`src/logic/fetch_defines.svh`:
```
////////////////////
// Fetch defines
// Widths, memory depth, predictor size and reset PC
////////////////////
`ifndef FETCH_DEFINES_SVH
`define FETCH_DEFINES_SVH

// Datapath widths
`define FETCH_ADDR_W 16                    // PC and byte address
`define FETCH_INST_W 16                    // Instruction word

// Instruction memory, word index is PC[5:1]
`define IMEM_ADDR_W  5
`define IMEM_DEPTH   (1 << `IMEM_ADDR_W)   // 32 words

// Predictor tables, index is PC[3:0]
`define PRED_IDX_W   4
`define PRED_DEPTH   (1 << `PRED_IDX_W)    // 16 entries

`define PC_RESET     16'h0000              // First fetch address

`endif

```
`src/logic/fetch_types_pkg.sv`:
```
////////////////////
// Fetch types
// Vector types for addresses, instructions and memory indices
////////////////////
`include "fetch_defines.svh"

package fetch_types_pkg;

  // Byte address, also the PC
  typedef logic [`FETCH_ADDR_W-1:0] addr_t;

  // One instruction word
  typedef logic [`FETCH_INST_W-1:0] inst_t;

  // Word index into the instruction memory
  typedef logic [`IMEM_ADDR_W-1:0] mem_idx_t;

endpackage

```
`src/logic/predict_pkg.sv`:
```
////////////////////
// Predictor types
// Counter states, table index and buffered target
////////////////////
`include "fetch_defines.svh"

package predict_pkg;

  import fetch_types_pkg::*;

  // Index into history table and target buffer
  typedef logic [`PRED_IDX_W-1:0] pred_idx_t;

  // 2-bit saturating counter
  // Top bit set means predict taken
  typedef enum logic [1:0] {
    strong_not_taken = 2'd0,
    weak_not_taken   = 2'd1,
    weak_taken       = 2'd2,
    strong_taken     = 2'd3
  } pred_t;

  // Target held in the buffer, a full byte address
  typedef addr_t target_t;

endpackage

```
`src/logic/branch_predictor.sv`:
```
////////////////////
// Branch predictor
// History counters and target buffer, read at fetch,
// trained by decode
////////////////////
`include "fetch_defines.svh"

module branch_predictor
  import fetch_types_pkg::*;
  import predict_pkg::*;
(
  input  logic      clk,
  input  logic      rst,
  input  logic      enable,          // Fetch enable, gates the read
  input  pred_idx_t pc_idx,          // Fetch PC[3:0]
  input  pred_idx_t id_pc_idx,       // Index of the branch in decode
  input  pred_t     id_prediction,   // Prediction that branch was fetched with
  input  logic      wen_bht,         // Counter update strobe
  input  logic      wen_btb,         // Target write strobe
  input  logic      actual_taken,    // Resolved direction
  input  addr_t     actual_target,   // Resolved target
  output pred_t     prediction,
  output target_t   predicted_target
);

  pred_t   bht [`PRED_DEPTH];        // History table
  target_t btb [`PRED_DEPTH];        // Target buffer
  pred_t   bht_next;                 // Trained counter value

  ////////////////////
  // Counter training
  ////////////////////
  // Step one state toward the resolved direction, saturate at both ends
  always_comb begin
    bht_next = id_prediction;
    case (id_prediction)
      strong_not_taken: bht_next = actual_taken ? weak_not_taken : strong_not_taken;
      weak_not_taken:   bht_next = actual_taken ? weak_taken     : strong_not_taken;
      weak_taken:       bht_next = actual_taken ? strong_taken   : weak_not_taken;
      strong_taken:     bht_next = actual_taken ? strong_taken   : weak_taken;
      default:          bht_next = strong_not_taken;
    endcase
  end

  // Table writes, new value readable the cycle after the strobe
  always_ff @(posedge clk) begin
    if (rst) begin
      for (int i = 0; i < `PRED_DEPTH; i++) begin
        bht[i] <= strong_not_taken;
        btb[i] <= '0;
      end
    end else begin
      if (wen_bht)
        bht[id_pc_idx] <= bht_next;
      if (wen_btb)
        btb[id_pc_idx] <= actual_target;
    end
  end

  ////////////////////
  // Fetch-side read
  ////////////////////
  // Stalled or blocked fetch sees not-taken and a zero target
  assign prediction       = enable ? bht[pc_idx] : strong_not_taken;
  assign predicted_target = enable ? btb[pc_idx] : '0;

endmodule

```
`src/logic/fetch_stage.sv`:
```
////////////////////
// Fetch stage
// PC register, next-PC choice and instruction gating
////////////////////
`include "fetch_defines.svh"

module fetch_stage
  import fetch_types_pkg::*;
  import predict_pkg::*;
(
  input  logic    clk,
  input  logic    rst,
  input  logic    stall,             // Hold from hazard logic
  input  logic    fetch_grant,       // Memory port free for fetch
  input  logic    update_pc,         // Redirect from decode
  input  addr_t   actual_target,     // Redirect address
  input  pred_t   prediction,        // Counter state at current PC
  input  target_t predicted_target,  // Buffered target at current PC
  input  inst_t   mem_rdata,         // Word at current PC
  output logic    fetch_en,
  output addr_t   pc_curr,
  output addr_t   pc_next,           // Sequential address
  output inst_t   pc_inst
);

  addr_t pc_new;                     // Value loaded at the next enabled edge

  // Fetch only when not stalled and the memory is ours
  assign fetch_en = ~stall & fetch_grant;

  assign pc_next = pc_curr + addr_t'(2);   // 16-bit instructions

  ////////////////////
  // Next PC
  ////////////////////
  // Decode correction first, then a taken prediction, else fall through
  always_comb begin
    if (update_pc)
      pc_new = actual_target;
    else if (prediction[1])            // Weak or strong taken
      pc_new = predicted_target;
    else
      pc_new = pc_next;
  end

  // PC register, holds while fetch is off
  always_ff @(posedge clk) begin
    if (rst)
      pc_curr <= `PC_RESET;
    else if (fetch_en)
      pc_curr <= pc_new;
  end

  // No valid instruction leaves the stage while held
  assign pc_inst = fetch_en ? mem_rdata : '0;

endmodule

```
`src/logic/imem_arbiter.sv`:
```
////////////////////
// Instruction memory arbiter
// Buffers program loads and shares the memory port with fetch
////////////////////
`include "fetch_defines.svh"

module imem_arbiter
  import fetch_types_pkg::*;
(
  input  logic     clk,
  input  logic     rst,
  input  logic     load_en,          // One strobe per word
  input  addr_t    load_addr,        // Byte address of the word
  input  inst_t    load_data,
  input  addr_t    fetch_addr,       // Current PC
  output logic     mem_we,
  output mem_idx_t mem_addr,
  output inst_t    mem_wdata,
  output logic     fetch_grant
);

  logic     buf_valid;               // A write is pending
  mem_idx_t buf_idx;                 // Word index of pending write
  inst_t    buf_data;

  // One-entry write buffer
  // A new strobe refills it in the same edge the old word is written
  always_ff @(posedge clk) begin
    if (rst)
      buf_valid <= 1'b0;
    else
      buf_valid <= load_en;
  end

  always_ff @(posedge clk) begin
    if (load_en) begin
      buf_idx  <= load_addr[`IMEM_ADDR_W:1];   // Drop byte bit
      buf_data <= load_data;
    end
  end

  ////////////////////
  // Port grant
  ////////////////////
  // Pending write owns the port, fetch waits
  assign mem_we      = buf_valid;
  assign mem_addr    = buf_valid ? buf_idx : fetch_addr[`IMEM_ADDR_W:1];
  assign mem_wdata   = buf_data;
  assign fetch_grant = ~buf_valid;

endmodule

```
`src/logic/instr_mem.sv`:
```
////////////////////
// Instruction memory
// 32 words, one shared port
////////////////////
`include "fetch_defines.svh"

module instr_mem
  import fetch_types_pkg::*;
(
  input  logic     clk,
  input  logic     we,               // Write strobe from arbiter
  input  mem_idx_t addr,             // Word index
  input  inst_t    wdata,
  output inst_t    rdata             // Word at addr, same cycle
);

  inst_t mem [`IMEM_DEPTH];          // Program storage, loaded through the port

  // Write at the edge, visible next cycle
  always_ff @(posedge clk) begin
    if (we)
      mem[addr] <= wdata;
  end

  // Combinational read
  assign rdata = mem[addr];

endmodule

```
`src/logic/fetch_top.sv`:
```
////////////////////
// Fetch top
// Fetch stage, predictor, load arbiter and instruction memory
////////////////////
`include "fetch_defines.svh"

module fetch_top
  import fetch_types_pkg::*;
  import predict_pkg::*;
(
  input  logic      clk,
  input  logic      rst,
  input  logic      stall,           // Level from hazard logic
  input  addr_t     actual_target,   // Decode resolution
  input  logic      actual_taken,
  input  logic      wen_btb,
  input  logic      wen_bht,
  input  logic      update_pc,
  input  pred_idx_t id_pc_idx,
  input  pred_t     id_prediction,
  input  logic      load_en,         // Program load port
  input  addr_t     load_addr,
  input  inst_t     load_data,
  output addr_t     pc_curr,
  output addr_t     pc_next,
  output inst_t     pc_inst,
  output pred_t     prediction,
  output target_t   predicted_target
);

  logic     fetch_en;
  logic     fetch_grant;
  logic     mem_we;
  mem_idx_t mem_addr;
  inst_t    mem_wdata;
  inst_t    mem_rdata;

  ////////////////////
  // Fetch side
  ////////////////////
  fetch_stage fetch_stage_i (
    .clk              (clk),
    .rst              (rst),
    .stall            (stall),
    .fetch_grant      (fetch_grant),
    .update_pc        (update_pc),
    .actual_target    (actual_target),
    .prediction       (prediction),
    .predicted_target (predicted_target),
    .mem_rdata        (mem_rdata),
    .fetch_en         (fetch_en),
    .pc_curr          (pc_curr),
    .pc_next          (pc_next),
    .pc_inst          (pc_inst)
  );

  branch_predictor branch_predictor_i (
    .clk              (clk),
    .rst              (rst),
    .enable           (fetch_en),
    .pc_idx           (pc_curr[`PRED_IDX_W-1:0]),   // Low PC bits
    .id_pc_idx        (id_pc_idx),
    .id_prediction    (id_prediction),
    .wen_bht          (wen_bht),
    .wen_btb          (wen_btb),
    .actual_taken     (actual_taken),
    .actual_target    (actual_target),
    .prediction       (prediction),
    .predicted_target (predicted_target)
  );

  ////////////////////
  // Memory side
  ////////////////////
  imem_arbiter imem_arbiter_i (
    .clk         (clk),
    .rst         (rst),
    .load_en     (load_en),
    .load_addr   (load_addr),
    .load_data   (load_data),
    .fetch_addr  (pc_curr),
    .mem_we      (mem_we),
    .mem_addr    (mem_addr),
    .mem_wdata   (mem_wdata),
    .fetch_grant (fetch_grant)
  );

  instr_mem instr_mem_i (
    .clk   (clk),
    .we    (mem_we),
    .addr  (mem_addr),
    .wdata (mem_wdata),
    .rdata (mem_rdata)
  );

endmodule

```
`config.mk`:
```
export PLATFORM = sky130hd
export DESIGN_NAME = fetch_top
export DESIGN_NICKNAME = d
export VERILOG_FILES = /design/src/logic/fetch_types_pkg.sv /design/src/logic/predict_pkg.sv /design/src/logic/branch_predictor.sv /design/src/logic/fetch_stage.sv /design/src/logic/imem_arbiter.sv /design/src/logic/instr_mem.sv /design/src/logic/fetch_top.sv
export VERILOG_INCLUDE_DIRS = /design/src /design/src/logic
export SDC_FILE = /design/constraint.sdc
export NUM_CORES = 1
export LEC_CHECK = 0
export ABC_AREA = 1
export BUFFER_PORTS_ARGS = -buffer_cell sky130_fd_sc_hd__buf_2
export CAP_MARGIN = 20
export CORE_ASPECT_RATIO = 0.7
export CORE_MARGIN = 3
export CORE_UTILIZATION = 40
export CTS_BUF_LIST = sky130_fd_sc_hd__clkbuf_4 sky130_fd_sc_hd__clkbuf_8 sky130_fd_sc_hd__clkbuf_16
export DETAILED_ROUTE_END_ITERATION = 16
export PLACE_DENSITY_LB_ADDON = 0.2
export SYNTH_ARGS = -nofsm -noshare
export SYNTH_HDL_FRONTEND = slang
export SYNTH_SLANG_ARGS = --single-unit
```
`constraint.sdc`:
```
create_clock -name clk -period 4.96 [get_ports clk]
set_input_delay 0.992 -clock clk [delete_from_list [all_inputs] [get_ports clk]]
set_output_delay 0.992 -clock clk [all_outputs]
set_load 0.01 [all_outputs]
```
**Yosys cells after proc, flatten, opt, wreduce, memory -nomap -nowiden**

Memory sizes are Yosys's and may differ from the RTL's. A register that Yosys moved wholly into a read port is not among the register bits.
Index checks and enable logic that the tools add are counted.

- Memories kept: 3
- Memory bits (writable): 800
- Bits in registers: 38
- Output and inout port bits: 66
- Logic and storage cells: 48

- Equality and inequality tests: 3
- Muxes and demuxes: 31
- Reductions and logical operators: 3
- Bitwise logic cells: 3
- Add/subtract/negate cells: 1

Memory list:

| name | depth | width | rd ports | clocked after Yosys merged registers in | wr ports | line | RTL |
|---|---|---|---|---|---|---|---|
| instr_mem_i.mem | 32 | 16 | 1 | 0 | 1 | instr_mem.sv:17 | `` inst_t mem [`IMEM_DEPTH]; `` |
| branch_predictor_i.btb | 16 | 16 | 1 | 1 | 16 | branch_predictor.sv:27 | `` target_t btb [`PRED_DEPTH]; `` |
| branch_predictor_i.bht | 16 | 2 | 1 | 1 | 16 | branch_predictor.sv:26 | `` pred_t bht [`PRED_DEPTH]; `` |

Operators with widths:

| operator | count |
|---|---|
| 2-to-1 mux 16 bit | 5 |
| 2-to-1 mux 4 bit | 6 |
| adder 16 x 2 -> 16 bit, second input constant | 1 |
| OR reduction 16 bit | 1 |
| 2-to-1 mux 1 bit | 14 |
| 2-to-1 mux 2 bit | 4 |
| one-hot mux 2 bit (4 select lines) | 1 |
| 2-to-1 mux 5 bit | 1 |
| == test 2 bit, second input constant | 2 |
| == test 2 x 1 -> 1 bit, second input constant | 1 |
| logical NOT 2 bit | 1 |
| NOT 1 bit | 2 |
| OR reduction 2 bit | 1 |
| AND 1 bit | 1 |

**Logic depth before layout (Yosys ltp)**

- Word-level depth: 7
- Gate-level depth with buffers: 14

**Cells and area by module**

A second synthesis with hierarchy kept.

- Cell total of the unflattened synthesis: 3876
- Area total of the unflattened synthesis: 37930.1 µm²

Modules (own cells, without submodules):

| module | times used | sequential area each (µm²) | area an instance (µm²) | cells an instance |
|---|---|---|---|---|
| instr_mem | 1 | 15374.7 | 21620.7 | 2058 |
| branch_predictor | 1 | 8648.3 | 14279.9 | 1557 |
| fetch_stage | 1 | 320.3 | 1311.3 | 221 |
| imem_arbiter | 1 | 650.6 | 718.2 | 40 |

**Least setup slack after synthesis**

Ideal clock, no wire load.

- Kind: input -> output
- Start point: in stall
- End point: out pc_inst[0]
- Setup slack: 1.917 ns
- Path buffers: 1
- Arrival: 2.051 ns
- Stages on the path: 6
- Data required time: 3.968 ns
- Cells stage by stage: nor2_2 > clkinv_1 > clkbuf_1 > a21oi_1 > nand2_1 > nor2_1

- Longest elaborated chain between the ends: 3

Ends and longest elaborated chain:

| item | line | RTL |
|---|---|---|
| from (decl) | fetch_top.sv:13 | `input logic stall,` |
| NOT 1 bit | fetch_stage.sv:29 | `assign fetch_en = ~stall & fetch_grant;` |
| AND 1 bit | fetch_stage.sv:29 |  |
| 2-to-1 mux 16 bit | fetch_stage.sv:55 | `assign pc_inst = fetch_en ? mem_rdata : '0;` |
| to (decl) | fetch_top.sv:26 | `output inst_t pc_inst,` |

Every way passes these cells.

**Final worst setup path**

- Start point: reg imem_arbiter_i.buf_valid (netlist: imem_arbiter_i.mem_we)
- End point: out pc_inst[8]

- Longest elaborated chain between the ends: 3
- Elaborated cells between the ends (all ways): 5
- Those cells by class: mux (2); bitwise (2); memory (1)

Ends and longest elaborated chain:

| item | line | RTL |
|---|---|---|
| from (decl) | imem_arbiter.sv:22 | `logic buf_valid;` |
| from (signal assigned) | imem_arbiter.sv:32 | `buf_valid <= load_en;` |
| 2-to-1 mux 5 bit / NOT 1 bit (equally long branches) | imem_arbiter.sv:47, imem_arbiter.sv:49 |  |
| memory read (32 x 16 bit) / AND 1 bit (equally long branches) | -- |  |
| 2-to-1 mux 16 bit (*) | fetch_stage.sv:55 |  |

Mark *: on every way between the ends. The rest lies on a longest branch, timed or not.

==> flow_summary.ini <==
[power_and_ir_drop]
p_seq_share_pct = 50.4
p_per_area_nw_per_um2 = 403
internal_power_w = 0.0120
comb_power_share_pct = 10.4
clkPwrFrac_pct = 39.1
p_sw_w = 0.00413
total_power_w = 0.0161
vdd_ir_drop_max_mv = 0.252
p_leak_nw = 14.4
swShare_pct = 25.6

[drt]
dr.pass1.iters = 5
first_iter_violations = 3102
vias = 24200
wl_per_cell_um = 23.7
route.detailed.drc = 0
drt-total-wl_mm = 103
vias_per_cell = 5.56
ant_nets = 0

[clocking]
clk_latency_ns = 0.67
cts_made_buffers = 84
cts_setup_buffers = 0
clock_sink_count = 842
htree_levels = 3
root_buffer = clkbuf_16
hold_buffers = 0
clk_transition_reported_paths_ns = 0.06
clock_path_buffers = 3
cts.repair.resized = 0
cts_tree = done

[timing]
fin_crit_sh_pct = 95.6
setup_viol = 0
relSlewSlack_pct = 29.2
whs_ns = 0.499
min_period_ns = 4.74
tightestPinTransition_ns = 1.06
rsz0062_at_grt = no
fin_setup_tns_ns = 0
fmax_ghz = 0.211
hold_violations = 0
finalMaxSlewViolations = 0
finClkSkew_ns = 0.0456

[worst_hold_path]
hp-class = input pin to flip-flop
hold_path_depth = 1

[setup_path]
r2r_end = instr_mem_i.mem[8][0]$_DFFE_PP_
path_cells = buf_4 > nand2_1 > o21ai_4 > nand2_4 > buf_12 > o22ai_1 > o21ai_0 > nand2_1 > nor2_1 > nand2_1 > nor2_1 > buf_2
critPathTopFamily = simple AND/OR/NAND/NOR gates
crit_start = imem_arbiter_i.mem_we$_SDFF_PP0_
crit_path_end = pc_inst[8]
start_kind = flip-flop
crit_path_end_kind = output port
cpPeakStageDelay_ns = 0.45
r2r_start = imem_arbiter_i.mem_we$_SDFF_PP0_
crit_cells = 12
cp_slowest_cell = nor2_1
reg2reg_slack_ns = 1.58
crit_buf_inv = 3
reg2reg_depth = 7
arrival_ns = 3.75
cpMostUsedCell = nand2_1
crit_type = flip-flop to output port
critPathRequiredTime_ns = 3.97
critPathMaxFanout = 65

[yosys]
seq_area_frac_synth_pct = 71.5
syn-num-nets = 3069
syn-cell-area_um2 = 35100
ys_types = 37
postSynthAreaPerCell_um2 = 11.7
yosys_warnings = 0
synthCells = 3006
synth-seq-cells = 842

[place]
gp_congestion = 0.846
port_buffers = 116
dpl_cell_area_um2 = 37200
dp_hpwl_mm = 64.3
placed_cells = 4194

[global_route]
grt_max_degree = 66
grt_pass1_vias = 22800
grt_use_total_pct = 22.2
grt_pass1_wl_mm = 151
grt-ovfl-total = 0
antenna_found_initial = 1

[final_layout]
finalNetCount = 3195
insertedDiodeCount = 0
regArea_um2 = 25100
multi_input_area_um2 = 8670
area_growth_syn_to_layout_pct = 14.0
nFillCells = 7843
drive_above_1_share_pct = 12.6
final_cells = 4354
final_area_um2 = 40000

[floorplan]
ios = 128
die_area_um2 = 91300
initial_core_util_pct = 40.5
core_area_um2 = 86500
fp.dieH_um = 254
die_x_um = 360
rows = 90

[outcome]
outcome = complete, no violations

[job]
drv_cap = 0
-- per-stage QoR --
stage / setup WS, ns / utilization, %
final: 0.218 / 46.2
after global routing: 0.0172 / 46.2
after CTS: 0.203 / 46.2
after detailed placement: 0.925 / 43.0
after global placement: 0.946 / 43.0
after floorplan: 1.92 / -
-- worst register-to-register path, stage by stage, from the launching register on --
cell and delay, ns:
dfxtp_1 0.35, buf_4 0.23, o21ai_2 0.51, inv_2 0.19
nor3_4 0.51, inv_2 0.24, nor2_1 0.68, buf_4 0.35
-- kinds of logic after synthesis --
group	share of synthesized area [%]
compound gates	9.49
xor+xnor	0.275
fa+ha+maj	0.0357
buf+inv	3.88
flops	71.5
simple gates	14.8
-- cell usage in the layout (no fill, tap or decap), types with 23 or more instances in the layout --
cell	instances
a21oi_1	52
buf_2	116
buf_4	107
clkbuf_16	84
clkinv_1	44
clkinv_2	23
edfxtp_1	821
inv_1	96
nand2_1	319
nand3_1	136
nor2_1	730
nor3_1	82
o211ai_1	46
o21a_1	54
o21ai_0	173
o21ai_1	54
o221ai_1	26
o22ai_1	88
o31ai_1	34
-- cell type report --
type,instances,share of cell area (%)
clock buffers,105,5.69
clock inverters,53,1.16
inverters,133,1.26
multi-input cells,1841,21.7
flip-flops and latches,842,62.8
well taps,1150,3.60
repair buffers,230,3.82
-- synthesized netlist by cell type --
master	count	area [um2]
clkbuf_2	1	5.00
ha_1	1	12.5
dfxtp_1	21	420
nor4_1	1	6.26
o21a_1	54	405
a21oi_1	52	260
inv_4	1	6.26
nor3_1	83	415
nand3_1	136	681
buf_1	15	56.3
o21ai_2	4	35.0
o21ai_4	2	32.5
o22a_1	9	78.8
o31ai_1	34	255
nor3_4	3	48.8
buf_4	13	97.6
nor2_2	1	6.26
xor2_1	8	70.1
inv_1	96	360
nand4_1	3	18.8
clkinv_1	29	109
buf_6	2	22.5
buf_2	63	315
o21ai_1	54	270
o211ai_1	46	345
o21ai_0	173	866
xnor2_1	3	26.3
o22ai_1	88	551
inv_2	7	26.3
or2_2	2	12.5
edfxtp_1	821	24700
nand2_1	321	1200
nor2_1	730	2740
o221ai_1	26	228
nand2_2	3	18.8
clkbuf_1	96	360
nor3_2	4	40.0
-- power groups by stage --
stage                     Clock (W)  Sequential, W  Combinational [W]
final                       0.00630        0.00812            0.00168
after global routing        0.00665        0.00813            0.00181
after detailed placement          0        0.00827            0.00165
after global placement            0        0.00826            0.00163
after floorplan                   0        0.00827           0.000937
after CTS                   0.00638        0.00812            0.00166
-- state kept, by name, indices dropped and copies added (netlist names), named ones only --
| name | count |
|---|---|
| fetch_stage_i.pc_curr | 16 |
| branch_predictor_i.btb | 256 |
| imem_arbiter_i.mem_wdata | 16 |
| imem_arbiter_i.mem_we | 1 |
| branch_predictor_i.bht | 32 |
| instr_mem_i.mem | 512 |
| imem_arbiter_i.buf_idx | 5 |
-- metal layers --
layer	routed length (um)	global-route usage [%]	vias up
met5	13	0	-
met4	1650	4.51	2
met3	9590	3.76	126
met2	44000	32.3	1118
met1	48100	34.9	12100
li1	-	-	10900
-- how the worst min path moves through the flow --
stage	from	endpoint	slack, ns
2_1_floorplan	fetch_stage_i.pc_curr[15]$_SDFFE_PP0N_	fetch_stage_i.pc_curr[15]$_SDFFE_PP0N_	0.51
3_3_place_gp	fetch_stage_i.pc_curr[15]$_SDFFE_PP0N_	fetch_stage_i.pc_curr[15]$_SDFFE_PP0N_	0.52
3_5_place_dp	fetch_stage_i.pc_curr[15]$_SDFFE_PP0N_	fetch_stage_i.pc_curr[15]$_SDFFE_PP0N_	0.52
4_1_cts	load_data[3]	imem_arbiter_i.mem_wdata[3]$_DFFE_PP_	0.45
5_1_grt	load_data[3]	imem_arbiter_i.mem_wdata[3]$_DFFE_PP_	0.47
6_report	load_data[3]	imem_arbiter_i.mem_wdata[3]$_DFFE_PP_	0.50
No activity file was read; power rests on OpenSTA's default activity.
